File: src/include/dtlb_macros.svh
`ifndef DTLB_MACROS_SVH
`define DTLB_MACROS_SVH

// Number of fully associative TLB entries
`define DTLB_ENTRIES 8

// Outstanding misses towards the level-two TLB
`define DTLB_MSHR_ENTRIES 4

// Sv39 splits the VPN into three levels of this width
`define VPN_LVL_W 9

// Physical page number width
`define PPN_W 44

// Address space identifier width, as in satp
`define ASID_W 16

// Tag of the load/store queue slot
`define LSQ_ADDR_W 4

`endif

File: src/hdl/dtlb_pkg.sv
`include "dtlb_macros.svh"

package dtlb_pkg;

  // VPN[2] is the top level of the page table walk
  typedef logic [2:0][`VPN_LVL_W-1:0] vpn_t;
  typedef logic [`PPN_W-1:0] ppn_t;
  typedef logic [`ASID_W-1:0] asid_t;

  // Size of the page held by an entry
  typedef enum logic [1:0] {
    kibi_page,
    mebi_page,
    gibi_page
  } page_type_e;

  // Privilege mode, already filtered by MPRV
  typedef enum logic [1:0] {
    priv_u = 2'b00,
    priv_s = 2'b01,
    priv_m = 2'b11
  } priv_e;

  typedef enum logic [1:0] {
    flush_none,
    flush_all,
    flush_asid,
    flush_page
  } flush_e;

  typedef enum logic {
    exc_none,
    exc_page_fault
  } exc_e;

  // PTE permission bits kept in the TLB
  typedef struct packed {
    logic glob;
    logic user;
    logic read;
    logic write;
    logic exec;
    logic dirty;
  } pte_flags_t;

  // Context from the CSRs
  typedef struct packed {
    logic  sum;
    logic  mxr;
    priv_e priv;
    asid_t asid;
  } csr_ctx_t;

  // sfence.vma style flush command
  typedef struct packed {
    flush_e kind;
    asid_t  asid;
    vpn_t   vpn;
  } flush_req_t;

  // Load/store queue translation request
  typedef struct packed {
    logic                   valid;
    vpn_t                   vpn;
    logic                   is_store;
    logic [`LSQ_ADDR_W-1:0] lsq_addr;
  } lsq_req_t;

  // Answer to the queue, from a hit or from a returning miss
  typedef struct packed {
    logic                   valid;
    ppn_t                   ppn;
    exc_e                   exc;
    logic                   was_store;
    logic [`LSQ_ADDR_W-1:0] lsq_addr;
  } lsq_ans_t;

  // Wake-up of queue entries waiting on a VPN
  typedef struct packed {
    logic valid;
    vpn_t vpn;
  } lsq_wup_t;

  typedef struct packed {
    logic valid;
    vpn_t vpn;
  } l2_req_t;

  typedef struct packed {
    logic       valid;
    vpn_t       vpn;
    ppn_t       ppn;
    exc_e       exc;
    page_type_e page_type;
    pte_flags_t flags;
  } l2_ans_t;

  typedef struct packed {
    logic       valid;
    vpn_t       vpn;
    ppn_t       ppn;
    asid_t      asid;
    page_type_e page_type;
    pte_flags_t flags;
  } tlb_entry_t;

  // VPN compare at a page size, superpages ignore the lower levels
  function automatic logic vpn_match(input page_type_e pt, input vpn_t a, input vpn_t b);
    logic match;
    case (pt)
      gibi_page: match = (a[2] == b[2]);
      mebi_page: match = (a[2:1] == b[2:1]);
      default:   match = (a == b);
    endcase
    return match;
  endfunction

endpackage

File: src/hdl/dtlb_plru.sv
`timescale 1ns/1ns
`include "dtlb_macros.svh"

module dtlb_plru #(
  parameter int unsigned N = `DTLB_ENTRIES
) (
  input  logic         clk_i,
  input  logic         rst_ni,
  input  logic [N-1:0] valid_vec_i,
  input  logic [N-1:0] hit_vec_i,
  input  logic         touch_i,
  input  logic         fill_i,
  output logic [N-1:0] victim_vec_o
);

  localparam int unsigned LOG2_N = $clog2(N);

  // Heap ordered tree, node k has children 2k+1 and 2k+2
  // A set bit means the victim lies in the right subtree
  logic [N-2:0]      tree_q;
  logic [N-2:0]      tree_d;
  logic [N-1:0]      invalid_vec;
  logic [N-1:0]      first_inv_vec;
  logic [N-1:0]      tree_vec;
  logic [LOG2_N-1:0] tree_idx;
  logic [LOG2_N-1:0] hit_idx;
  logic [LOG2_N-1:0] victim_idx;
  logic [LOG2_N-1:0] upd_idx;

  // Walk from the root along the tree bits
  always_comb begin : tree_walk
    int unsigned node;
    node = 0;
    for (int unsigned lvl = 0; lvl < LOG2_N; lvl++) begin
      node = 2 * node + 1 + int'(tree_q[node]);
    end
    tree_idx = LOG2_N'(node - (N - 1));
    tree_vec = '0;
    tree_vec[tree_idx] = 1'b1;
  end

  // Free slots are filled first, lowest index wins
  assign invalid_vec   = ~valid_vec_i;
  assign first_inv_vec = invalid_vec & (~invalid_vec + N'(1));
  assign victim_vec_o  = (|invalid_vec) ? first_inv_vec : tree_vec;

  // One-hot to index
  always_comb begin
    hit_idx    = '0;
    victim_idx = '0;
    for (int unsigned k = 0; k < N; k++) begin
      if (hit_vec_i[k]) hit_idx = LOG2_N'(k);
      if (victim_vec_o[k]) victim_idx = LOG2_N'(k);
    end
  end

  // Point every node on the path away from the used leaf
  always_comb begin : tree_update
    int unsigned node;
    tree_d  = tree_q;
    upd_idx = fill_i ? victim_idx : hit_idx;
    node    = 0;
    for (int unsigned lvl = 0; lvl < LOG2_N; lvl++) begin
      tree_d[node] = ~upd_idx[LOG2_N-1-lvl];
      node = 2 * node + 1 + int'(upd_idx[LOG2_N-1-lvl]);
    end
  end

  always_ff @(posedge clk_i or negedge rst_ni) begin
    if (!rst_ni) begin
      tree_q <= '0;
    end else if (touch_i || fill_i) begin
      tree_q <= tree_d;
    end
  end

endmodule

File: src/hdl/dtlb_entry_array.sv
`timescale 1ns/1ns
`include "dtlb_macros.svh"

module dtlb_entry_array (
  input  logic                 clk_i,
  input  logic                 rst_ni,
  input  dtlb_pkg::csr_ctx_t   csr_i,
  // Lookup of an accepted queue request
  input  logic                 lookup_i,
  input  dtlb_pkg::lsq_req_t   req_i,
  // Flush command, kind flush_none when idle
  input  dtlb_pkg::flush_req_t flush_i,
  // Fill from a matching level-two answer
  input  logic                 fill_i,
  input  dtlb_pkg::l2_ans_t    ans_i,
  output logic                 hit_o,
  output dtlb_pkg::ppn_t       ppn_o,
  output dtlb_pkg::exc_e       exc_o
);

  import dtlb_pkg::*;

  localparam int unsigned N = `DTLB_ENTRIES;

  tlb_entry_t       entry_q [N];
  tlb_entry_t       hit_entry;
  tlb_entry_t       fill_entry;
  logic [N-1:0]     valid_vec;
  logic [N-1:0]     hit_vec;
  logic [N-1:0]     victim_vec;
  logic [N-1:0]     flush_vec;
  logic             touch;

  // Hit vector, entry must be valid and global or of the current ASID
  always_comb begin
    for (int unsigned k = 0; k < N; k++) begin
      valid_vec[k] = entry_q[k].valid;
      hit_vec[k]   = lookup_i && entry_q[k].valid &&
                     (entry_q[k].flags.glob || (entry_q[k].asid == csr_i.asid)) &&
                     vpn_match(entry_q[k].page_type, entry_q[k].vpn, req_i.vpn);
    end
  end

  // Select the hit entry
  always_comb begin
    hit_entry = '0;
    for (int unsigned k = 0; k < N; k++) begin
      if (hit_vec[k]) hit_entry = entry_q[k];
    end
  end

  assign hit_o = |hit_vec;
  assign ppn_o = hit_entry.ppn;

  // Permission checks, first failing rule raises the fault
  always_comb begin
    exc_o = exc_none;
    if (hit_o) begin
      // Execute-only page, readable only with MXR
      if (!hit_entry.flags.read && !csr_i.mxr) begin
        exc_o = exc_page_fault;
      // Store to a read-only page
      end else if (req_i.is_store && !hit_entry.flags.write) begin
        exc_o = exc_page_fault;
      // Store to a clean page, dirty bit update left to software
      end else if (req_i.is_store && !hit_entry.flags.dirty) begin
        exc_o = exc_page_fault;
      // S mode on a user page needs SUM
      end else if (hit_entry.flags.user && (csr_i.priv == priv_s) && !csr_i.sum) begin
        exc_o = exc_page_fault;
      // U mode never reaches supervisor pages
      end else if (!hit_entry.flags.user && (csr_i.priv == priv_u)) begin
        exc_o = exc_page_fault;
      end
    end
  end

  // Faulting accesses leave the replacement state alone
  assign touch = hit_o && (exc_o == exc_none);

  // Entries cleared by the flush command
  always_comb begin
    for (int unsigned k = 0; k < N; k++) begin
      case (flush_i.kind)
        flush_all:  flush_vec[k] = 1'b1;
        // Global mappings survive
        flush_asid: flush_vec[k] = !entry_q[k].flags.glob &&
                                   (entry_q[k].asid == flush_i.asid);
        // Compared at the entry's own page size
        flush_page: flush_vec[k] = vpn_match(entry_q[k].page_type, entry_q[k].vpn,
                                             flush_i.vpn);
        default:    flush_vec[k] = 1'b0;
      endcase
    end
  end

  // New entry from the level-two answer, tagged with the current ASID
  always_comb begin
    fill_entry           = '0;
    fill_entry.valid     = 1'b1;
    fill_entry.vpn       = ans_i.vpn;
    fill_entry.ppn       = ans_i.ppn;
    fill_entry.asid      = csr_i.asid;
    fill_entry.page_type = ans_i.page_type;
    fill_entry.flags     = ans_i.flags;
  end

  dtlb_plru #(
    .N(N)
  ) plru_inst (
    .clk_i       (clk_i),
    .rst_ni      (rst_ni),
    .valid_vec_i (valid_vec),
    .hit_vec_i   (hit_vec),
    .touch_i     (touch),
    .fill_i      (fill_i),
    .victim_vec_o(victim_vec)
  );

  // Entry storage, flush before fill
  for (genvar k = 0; k < N; k++) begin : gen_entry
    always_ff @(posedge clk_i or negedge rst_ni) begin
      if (!rst_ni) begin
        entry_q[k] <= '0;
      end else if (flush_vec[k]) begin
        entry_q[k].valid <= 1'b0;
      end else if (fill_i && victim_vec[k]) begin
        entry_q[k] <= fill_entry;
      end
    end
  end

endmodule

File: src/hdl/dtlb_mshr.sv
`timescale 1ns/1ns
`include "dtlb_macros.svh"

module dtlb_mshr #(
  parameter int unsigned DEPTH = `DTLB_MSHR_ENTRIES
) (
  input  logic              clk_i,
  input  logic              rst_ni,
  // Branch mispredict, drops every outstanding miss
  input  logic              clr_i,
  input  logic              lookup_i,
  input  dtlb_pkg::vpn_t    req_vpn_i,
  input  logic              add_i,
  input  dtlb_pkg::l2_ans_t ans_i,
  output dtlb_pkg::l2_req_t l2_req_o,
  input  logic              l2_req_rdy_i,
  output logic              lookup_hit_o,
  output logic              ans_hit_o,
  output logic              full_o
);

  import dtlb_pkg::*;

  // Waiting is set once the request went to the level-two TLB
  typedef struct packed {
    logic valid;
    logic waiting;
    vpn_t vpn;
  } mshr_entry_t;

  mshr_entry_t      entry_q [DEPTH];
  logic [DEPTH-1:0] valid_vec;
  logic [DEPTH-1:0] pend_vec;
  logic [DEPTH-1:0] issue_vec;
  logic [DEPTH-1:0] alloc_vec;
  logic [DEPTH-1:0] lookup_vec;
  logic [DEPTH-1:0] ans_vec;
  logic             issue_taken;

  always_comb begin
    for (int unsigned k = 0; k < DEPTH; k++) begin
      valid_vec[k]  = entry_q[k].valid;
      // Allocated but not sent yet
      pend_vec[k]   = entry_q[k].valid && !entry_q[k].waiting;
      // Duplicate miss, full VPN compare
      lookup_vec[k] = lookup_i && entry_q[k].valid && (entry_q[k].vpn == req_vpn_i);
      // Superpage answer covers every miss inside it
      ans_vec[k]    = ans_i.valid && entry_q[k].valid &&
                      vpn_match(ans_i.page_type, entry_q[k].vpn, ans_i.vpn);
    end
  end

  assign lookup_hit_o = |lookup_vec;
  assign ans_hit_o    = |ans_vec;
  assign full_o       = &valid_vec;

  // Lowest pending entry is issued
  assign issue_vec = pend_vec & (~pend_vec + DEPTH'(1));
  // Lowest free entry is allocated
  assign alloc_vec = ~valid_vec & (valid_vec + DEPTH'(1));

  always_comb begin
    l2_req_o       = '0;
    l2_req_o.valid = |pend_vec;
    for (int unsigned k = 0; k < DEPTH; k++) begin
      if (issue_vec[k]) l2_req_o.vpn = entry_q[k].vpn;
    end
  end

  assign issue_taken = l2_req_o.valid && l2_req_rdy_i;

  // Clear, then free on answer, then issue, then allocate
  for (genvar k = 0; k < DEPTH; k++) begin : gen_entry
    always_ff @(posedge clk_i or negedge rst_ni) begin
      if (!rst_ni) begin
        entry_q[k] <= '0;
      end else if (clr_i) begin
        entry_q[k].valid   <= 1'b0;
        entry_q[k].waiting <= 1'b0;
      end else if (ans_vec[k]) begin
        entry_q[k].valid   <= 1'b0;
        entry_q[k].waiting <= 1'b0;
      end else if (issue_taken && issue_vec[k]) begin
        entry_q[k].waiting <= 1'b1;
      end else if (add_i && alloc_vec[k]) begin
        entry_q[k].valid   <= 1'b1;
        entry_q[k].waiting <= 1'b0;
        entry_q[k].vpn     <= req_vpn_i;
      end
    end
  end

endmodule

File: src/hdl/dtlb_l1.sv
`timescale 1ns/1ns

module dtlb_l1 (
  input  logic                 clk_i,
  input  logic                 rst_ni,
  input  logic                 clr_mshr_i,
  input  dtlb_pkg::csr_ctx_t   csr_i,
  input  dtlb_pkg::flush_req_t flush_i,
  // Load/store queue side
  input  dtlb_pkg::lsq_req_t   lsq_req_i,
  output logic                 req_rdy_o,
  output dtlb_pkg::lsq_ans_t   lsq_ans_o,
  output dtlb_pkg::lsq_wup_t   lsq_wup_o,
  // Level-two TLB side
  output dtlb_pkg::l2_req_t    l2_req_o,
  input  logic                 l2_req_rdy_i,
  input  dtlb_pkg::l2_ans_t    l2_ans_i
);

  import dtlb_pkg::*;

  logic    flush_act;
  logic    req_act;
  logic    fill;
  logic    arr_hit;
  ppn_t    arr_ppn;
  exc_e    arr_exc;
  logic    mshr_add;
  logic    mshr_lookup_hit;
  logic    mshr_ans_hit;
  logic    mshr_full;
  l2_ans_t mshr_ans;

  // Fixed priority, flush then level-two answer then queue
  assign flush_act = (flush_i.kind != flush_none);
  assign req_rdy_o = !flush_act && !l2_ans_i.valid && !mshr_full;
  assign req_act   = lsq_req_i.valid && req_rdy_o;

  // Answer is dropped during a flush
  always_comb begin
    mshr_ans       = l2_ans_i;
    mshr_ans.valid = l2_ans_i.valid && !flush_act;
  end

  // Faulting translations are not cached
  assign fill     = mshr_ans_hit && (l2_ans_i.exc == exc_none);
  // New miss only if not already outstanding
  assign mshr_add = req_act && !arr_hit && !mshr_lookup_hit;

  dtlb_entry_array entry_array_inst (
    .clk_i   (clk_i),
    .rst_ni  (rst_ni),
    .csr_i   (csr_i),
    .lookup_i(req_act),
    .req_i   (lsq_req_i),
    .flush_i (flush_i),
    .fill_i  (fill),
    .ans_i   (l2_ans_i),
    .hit_o   (arr_hit),
    .ppn_o   (arr_ppn),
    .exc_o   (arr_exc)
  );

  dtlb_mshr mshr_inst (
    .clk_i       (clk_i),
    .rst_ni      (rst_ni),
    .clr_i       (clr_mshr_i),
    .lookup_i    (req_act),
    .req_vpn_i   (lsq_req_i.vpn),
    .add_i       (mshr_add),
    .ans_i       (mshr_ans),
    .l2_req_o    (l2_req_o),
    .l2_req_rdy_i(l2_req_rdy_i),
    .lookup_hit_o(mshr_lookup_hit),
    .ans_hit_o   (mshr_ans_hit),
    .full_o      (mshr_full)
  );

  // Wake-up and answer, returning miss or same-cycle hit
  always_comb begin
    lsq_wup_o = '0;
    lsq_ans_o = '0;
    if (mshr_ans_hit) begin
      lsq_wup_o.valid = 1'b1;
      lsq_wup_o.vpn   = l2_ans_i.vpn;
      // Queue matches on the wake-up VPN, no slot tag here
      lsq_ans_o.valid = 1'b1;
      lsq_ans_o.ppn   = l2_ans_i.ppn;
      lsq_ans_o.exc   = l2_ans_i.exc;
    end else if (req_act && arr_hit) begin
      lsq_ans_o.valid     = 1'b1;
      lsq_ans_o.ppn       = arr_ppn;
      lsq_ans_o.exc       = arr_exc;
      lsq_ans_o.was_store = lsq_req_i.is_store;
      lsq_ans_o.lsq_addr  = lsq_req_i.lsq_addr;
    end
  end

endmodule

File: config.mk
export PLATFORM = sky130hd
export DESIGN_NAME = dtlb_l1
export DESIGN_NICKNAME = d
export VERILOG_FILES = /design/src/hdl/dtlb_pkg.sv /design/src/hdl/dtlb_plru.sv /design/src/hdl/dtlb_entry_array.sv /design/src/hdl/dtlb_mshr.sv /design/src/hdl/dtlb_l1.sv
export VERILOG_INCLUDE_DIRS = /design/src /design/src/include
export SDC_FILE = /design/constraint.sdc
export NUM_CORES = 2
export LEC_CHECK = 0
export ABC_AREA = 1
export BUFFER_PORTS_ARGS = -buffer_cell sky130_fd_sc_hd__buf_2
export CORE_MARGIN = 2
export CORE_UTILIZATION = 44
export DETAILED_ROUTE_END_ITERATION = 12
export SYNTH_ARGS = -nofsm -noshare
export SYNTH_HDL_FRONTEND = slang
export SYNTH_SLANG_ARGS = --single-unit
File: constraint.sdc
create_clock -name clk_i -period 8.5 [get_ports clk_i]
set_input_delay 0.425 -clock clk_i [delete_from_list [all_inputs] [get_ports clk_i]]
set_output_delay 0.425 -clock clk_i [all_outputs]
set_load 0.1 [all_outputs]
Word-level counts from Yosys, hierarchy flattened
Index checks and enable logic that the tools add are counted.
{"block": "word_totals", "out_inout_bits": 108, "elab_cells": 553, "ff_bits": 891, "inputBits": 183}
{"block": "op_classes", "n_eq_ne": 106, "n_bitwise": 29, "n_mux": 114, "n_reduce_logical": 159, "order_cmp": 8, "n_addsub": 12}
{"operator": "$mux 96", "n": 8}
{"operator": "$eq 27x27->1", "n": 24}
{"operator": "$mux 68", "n": 8}
{"operator": "$eq 18x18->1", "n": 20}
{"operator": "$eq 16x16->1", "n": 16}
{"operator": "$eq 9x9->1", "n": 20}
{"operator": "$mux 29", "n": 4}
{"operator": "$mux 27", "n": 4}
{"operator": "$logic_and 1x1->1", "n": 87}
{"operator": "$lt 32x4->1 const B", "n": 2}
{"operator": "$mux 51", "n": 1}
{"operator": "$mux 46", "n": 1}
{"operator": "$pmux 1 s2", "n": 20}
{"operator": "$mux 3", "n": 12}
{"operator": "$add 32x1->32", "n": 1}
{"operator": "$add 32x1->32 const B", "n": 1}
{"operator": "$mux 1", "n": 29}
{"operator": "$mux 28", "n": 1}
{"operator": "$pmux 1 s3", "n": 8}
{"operator": "$reduce_and 2->1", "n": 12}
{"operator": "$logic_not 1->1", "n": 23}
{"operator": "$eq 2x1->1 const B", "n": 11}
{"operator": "$eq 2x2->1 const B", "n": 11}
{"operator": "$not 1->1", "n": 22}
{"operator": "33 further kinds", "n": 82}

Longest topological paths before layout
{"block": "logic_depth", "depth_word": 29, "depth_mapped": 29, "depth_no_buf": 28}

Modules after synthesis
From an unflattened synthesis, not the netlist that was laid out.
{"block": "unflattened", "hier_cells": 6907, "hier_area_um2": 52151.3}
{"module": "dtlb_entry_array", "area_each_um2": 41825.1, "n_inst": 1, "cells_per_inst": 5284, "seq_area_each_um2": 19018.2}
{"module": "dtlb_mshr", "area_each_um2": 8087.8, "n_inst": 1, "cells_per_inst": 1238, "seq_area_each_um2": 2902.8}
{"module": "dtlb_l1", "area_each_um2": 1188.6, "n_inst": 1, "cells_per_inst": 230, "seq_area_each_um2": 0.0}
{"module": "dtlb_plru", "area_each_um2": 1049.8, "n_inst": 1, "cells_per_inst": 155, "seq_area_each_um2": 175.2}

Least setup slack after synthesis
OpenSTA, ideal clock, no wires.
{"block": "synth_timing", "path_kind": "input to output", "start": "input lsq_req_i[9] (netlist name)", "end": "output lsq_ans_o[5] (netlist name)", "cell_stages": 16, "path_buffers": 3, "required_ns": 8.075, "arrival_ns": 4.382, "slack_ns": 3.693, "path_cell_list": "buf_2 inv_4 buf_4 o22ai_1 nor4_1 nand3_1 o21ai_1 nand4_2 nand2_1 nor2_1 nand2_2 buf_2 inv_1 nand2_1 nand2_1 a21oi_1"}
{"item": "start, declared", "line": "dtlb_l1.sv:10", "text": "input dtlb_pkg::lsq_req_t lsq_req_i,"}
{"item": "end, declared", "line": "dtlb_l1.sv:12", "text": "output dtlb_pkg::lsq_ans_t lsq_ans_o,"}

==> results by group <==
Setup path
  – CP Cell Sequence: inv_1 > nor2_1 > nand2_1 > nand3_2 > inv_2 > nand3_1 > a21oi_1 > nand3_2 > clkinv_1 > buf_4 > nand2_1 > nand2_1 > nand2_1 > nand3_1 > o211ai_1 > a31oi_1 > a211oi_1 > o22ai_1 > buf_2
  – Crit. End Element: output port
  – Peak fanout along the critical path: 24
  – Most common cell on crit path: nand2_1
  – Setup crit start kind: register
  – Critical path class: register to output port
  – Buf+Inv Stages, Crit Path: 5
  – Critical path's top delay family: buffers and inverters
  – Critical Path Slowest Stage Cell: clkinv_1
  – Crit path largest cell delay: around 590 ps
  – WP data required: approximately 8100 ps
  – CP arrival: 5420 ps

Clock network
  – Post CTS Setup Buffer Count: 0
  – Clock Pin Slew Worst Setup and Hold Paths: roughly 60 ps
  – H-tree depth: 3
  – Clock sinks: around 880
  – Root Buffer: clkbuf_16
  – CTS max path bufs: 3
  – Clock latency on the worst-skew pair: 720 ps
  – TritonCTS buffer count: slightly above 100
  – CTS tree: yes

STA
  – Setup TNS: 0 ps
  – Final Hold Viols: 0
  – Slew margin rel.: -0.104%
  – Fin crit share: between 60% and 70%
  – RSZ-0062 raised after global routing: false
  – Clk_skew: 30.4 ps
  – Final min period: a little under 6000 ps
  – Final setup viols: 0
  – Worst slew pin tran: ~1500 ps
  – Max Clock Freq: between 0.15 and 0.2 GHz
  – Fin. max-slew vios: 1

Routing
  – Via count: between 40k and 50k
  – Total Wirelength: approximately 180000 µm
  – DR iter-0 viols: about 4.7k
  – Pre-antenna DRT Iters: 6
  – Wirelength per Cell: approximately 23 µm
  – Remaining DRCs: 0
  – Antenna viol nets, final: 0
  – Via/cell ratio: approximately 5.6

Cells and area
  – Multi-input gate area: ~23000 µm²
  – Nets: between 6k and 7k
  – Commonest cells after routing, fill and taps aside: 1714 x nand2_1, 959 x o21ai_0, 883 x dfrtp_1
  – Filler instances: approximately 11k
  – Area delta synth->final: 11.4%
  – Register area: approximately 22000 µm²
  – Most common cell after layout, fill and taps aside: nand2_1
  – Layout cell share with drive strength beyond 1: under 10%
  – Final Util: slightly below 50%

Run status
  – Failing checks: max-capacitance violations, max-slew violations
  – Status: finished with violations

Power
  – Static Leakage: 24.7 nW
  – Tot Pwr: around 10 mW
  – Pwr per Cell Area: 183 nW/µm²
  – Peak supply drop: ~0.00016 V

Synthesis
  – Mapped Nets: approximately 6.4k
  – Post-synthesis sequential area ratio: between 40 and 50%
  – Mean Syn Cell Area: a little under 8 µm²
  – Async SR Flop Fraction: 100%
  – Netlist Area Pre-Place: around 50000 µm²
  – Yosys cell types: 70
  – Share of the synthesized area in the top cell type: between 40 and 50%
  – Top cells by area, synth: dfrtp_1 45%, nand2_1 13%, o21ai_0 9.8%
  – Synth Instances: 6186
  – Synth Warn #: 0
  – Post-synth EDFFs: 0
  – Top_reg_cell synth: dfrtp_1
  – Leading area contributor after synthesis: dfrtp_1
  – Synthesis-stage register bit count: approximately 880

Die
  – Die Y: between 300 and 400 µm
  – Initial cell density of the core: roughly 44%
  – IO Count: about 290
  – Core box area: 111000 µm²
  – Full die area: ~110000 µm²
  – Rows: about 120
  – Die W: between 300 and 400 µm

Global route
  – Gr ovfl total: 0
  – Initial antenna violation count: 6
  – First-pass GRT wire length: 270000 µm
  – Largest net degree at the start of global routing: between 150 and 200
  – Global Route Usage Sum: between 30% and 40%
  – Vias in the first global route: between 40k and 50k

Hold path
  – Hold Path Class: input pin to register

Placed design
  – DP HPWL: about 120000 µm
  – Routability congestion estimate from global placement: between 1 and 1.5
  – Port Buffers: just under 300

Flow run
  – Max-cap viol count: 1
## cells in the mapped netlist (all sizes together), types with 2 or more instances
library cell / instances
a221oi: 22
ha: 23
clkinv: 4
and3: 3
nand2: 1733
clkbuf: 178
nor2: 242
a311oi: 3
nand3b: 10
nor3b: 3
o22ai: 187
nand4: 93
a211oi: 47
a21oi: 70
a31oi: 49
or4: 5
o21ai: 1013
a2111oi: 11
and2: 5
o311ai: 5
o41ai: 5
or2: 21
o221ai: 9
buf: 220
dfrtp: 883
a22o: 4
o211ai: 48
inv: 471
a21o: 2
nor3: 38
o2111ai: 20
nor4b: 2
nor4: 67
xnor2: 261
a32oi: 2
xor2: 262
a211o: 2
nand3: 151
a221o: 2
## power by group
group	internal [mW]	total [mW]	switching, mW	leakage, nW
Sequential	4.24	4.30	0.0597	12.3
Combinational	0.213	0.824	0.611	10.6
Clock	2.95	4.86	1.90	1.83
## kinds of logic after synthesis
logic type / count (synthesis) / synth area share, %
AO/OA/AOI/OAI: 1510 / 17.3
buffers and inverters: 873 / 7.59
adder cells (fa/ha/maj): 23 / 0.587
XOR/XNOR: 523 / 9.35
flip-flops: 883 / 45.1
AND/OR/NAND/NOR: 2374 / 20.1
## state kept, by name, indices dropped and copies added (netlist names)
register,flops
entry_array_inst.plru_inst.tree_q,7
entry_array_inst.entry_q,760
mshr_inst.entry_q,116
## per-layer routing
layer | wire, µm | share of wire, % | global-route usage [%]
met1 | 78100 | 43 | 43.4
met2 | 82500 | 45 | 49.8
met3 | 13600 | 7.5 | 5.27
met4 | 8040 | 4.4 | 13.0
met5 | 28 | 0.015 | 0
## tightest hold or removal path: stages
cell	delay, ps
buf_2	120
a21oi_1	140
nor3_1	60
## final timing paths
kind,from,end,slack [ps],cells after the start
worst max-delay path,mshr_inst.entry_q[57],lsq_ans_o[7],2650,19
worst min-delay path,l2_req_rdy_i,mshr_inst.entry_q[114],70,3
min in group asynchronous,rst_ni,mshr_inst.entry_q[71],320,2
max in group asynchronous,rst_ni,entry_array_inst.entry_q[222],5950,4
worst max register to register,mshr_inst.entry_q[25],entry_array_inst.entry_q[248],3150,12
worst min register to register,entry_array_inst.entry_q[46],entry_array_inst.entry_q[46],480,2
## area by class of cell
type | count | share of cell area [%]
tap | 1488 | 3.41
inverter | 475 | 3.27
timing repair buffer | 329 | 3.34
sequential | 883 | 40.5
antenna | 3 | 0.0137
clock buffer | 154 | 5.70
multi-input combinational | 4430 | 42.7
clock inverter | 38 | 1.12
## timing repair
item | in CTS | in global routing
endpoints found under the setup margin | 0 | 0
hold buffers | 2 | 0
hold endpoints to repair | 82 | 0
resized for setup | 0 | 0
## metrics by stage
step | std cells | area (µm²) | hold WS [ps] | setup WS [ps]
after floorplan | 6186 | 49000 | 129 | 3690
after global placement | 7603 | 50900 | 461 | 2840
after detailed placement | 7603 | 50900 | 469 | 2820
after CTS | 7797 | 54600 | 35.3 | 2660
after global routing | 7798 | 54600 | 72.5 | 2420
final | 7800 | 54600 | 73.5 | 2650
(Power assumes the default switching activity.)
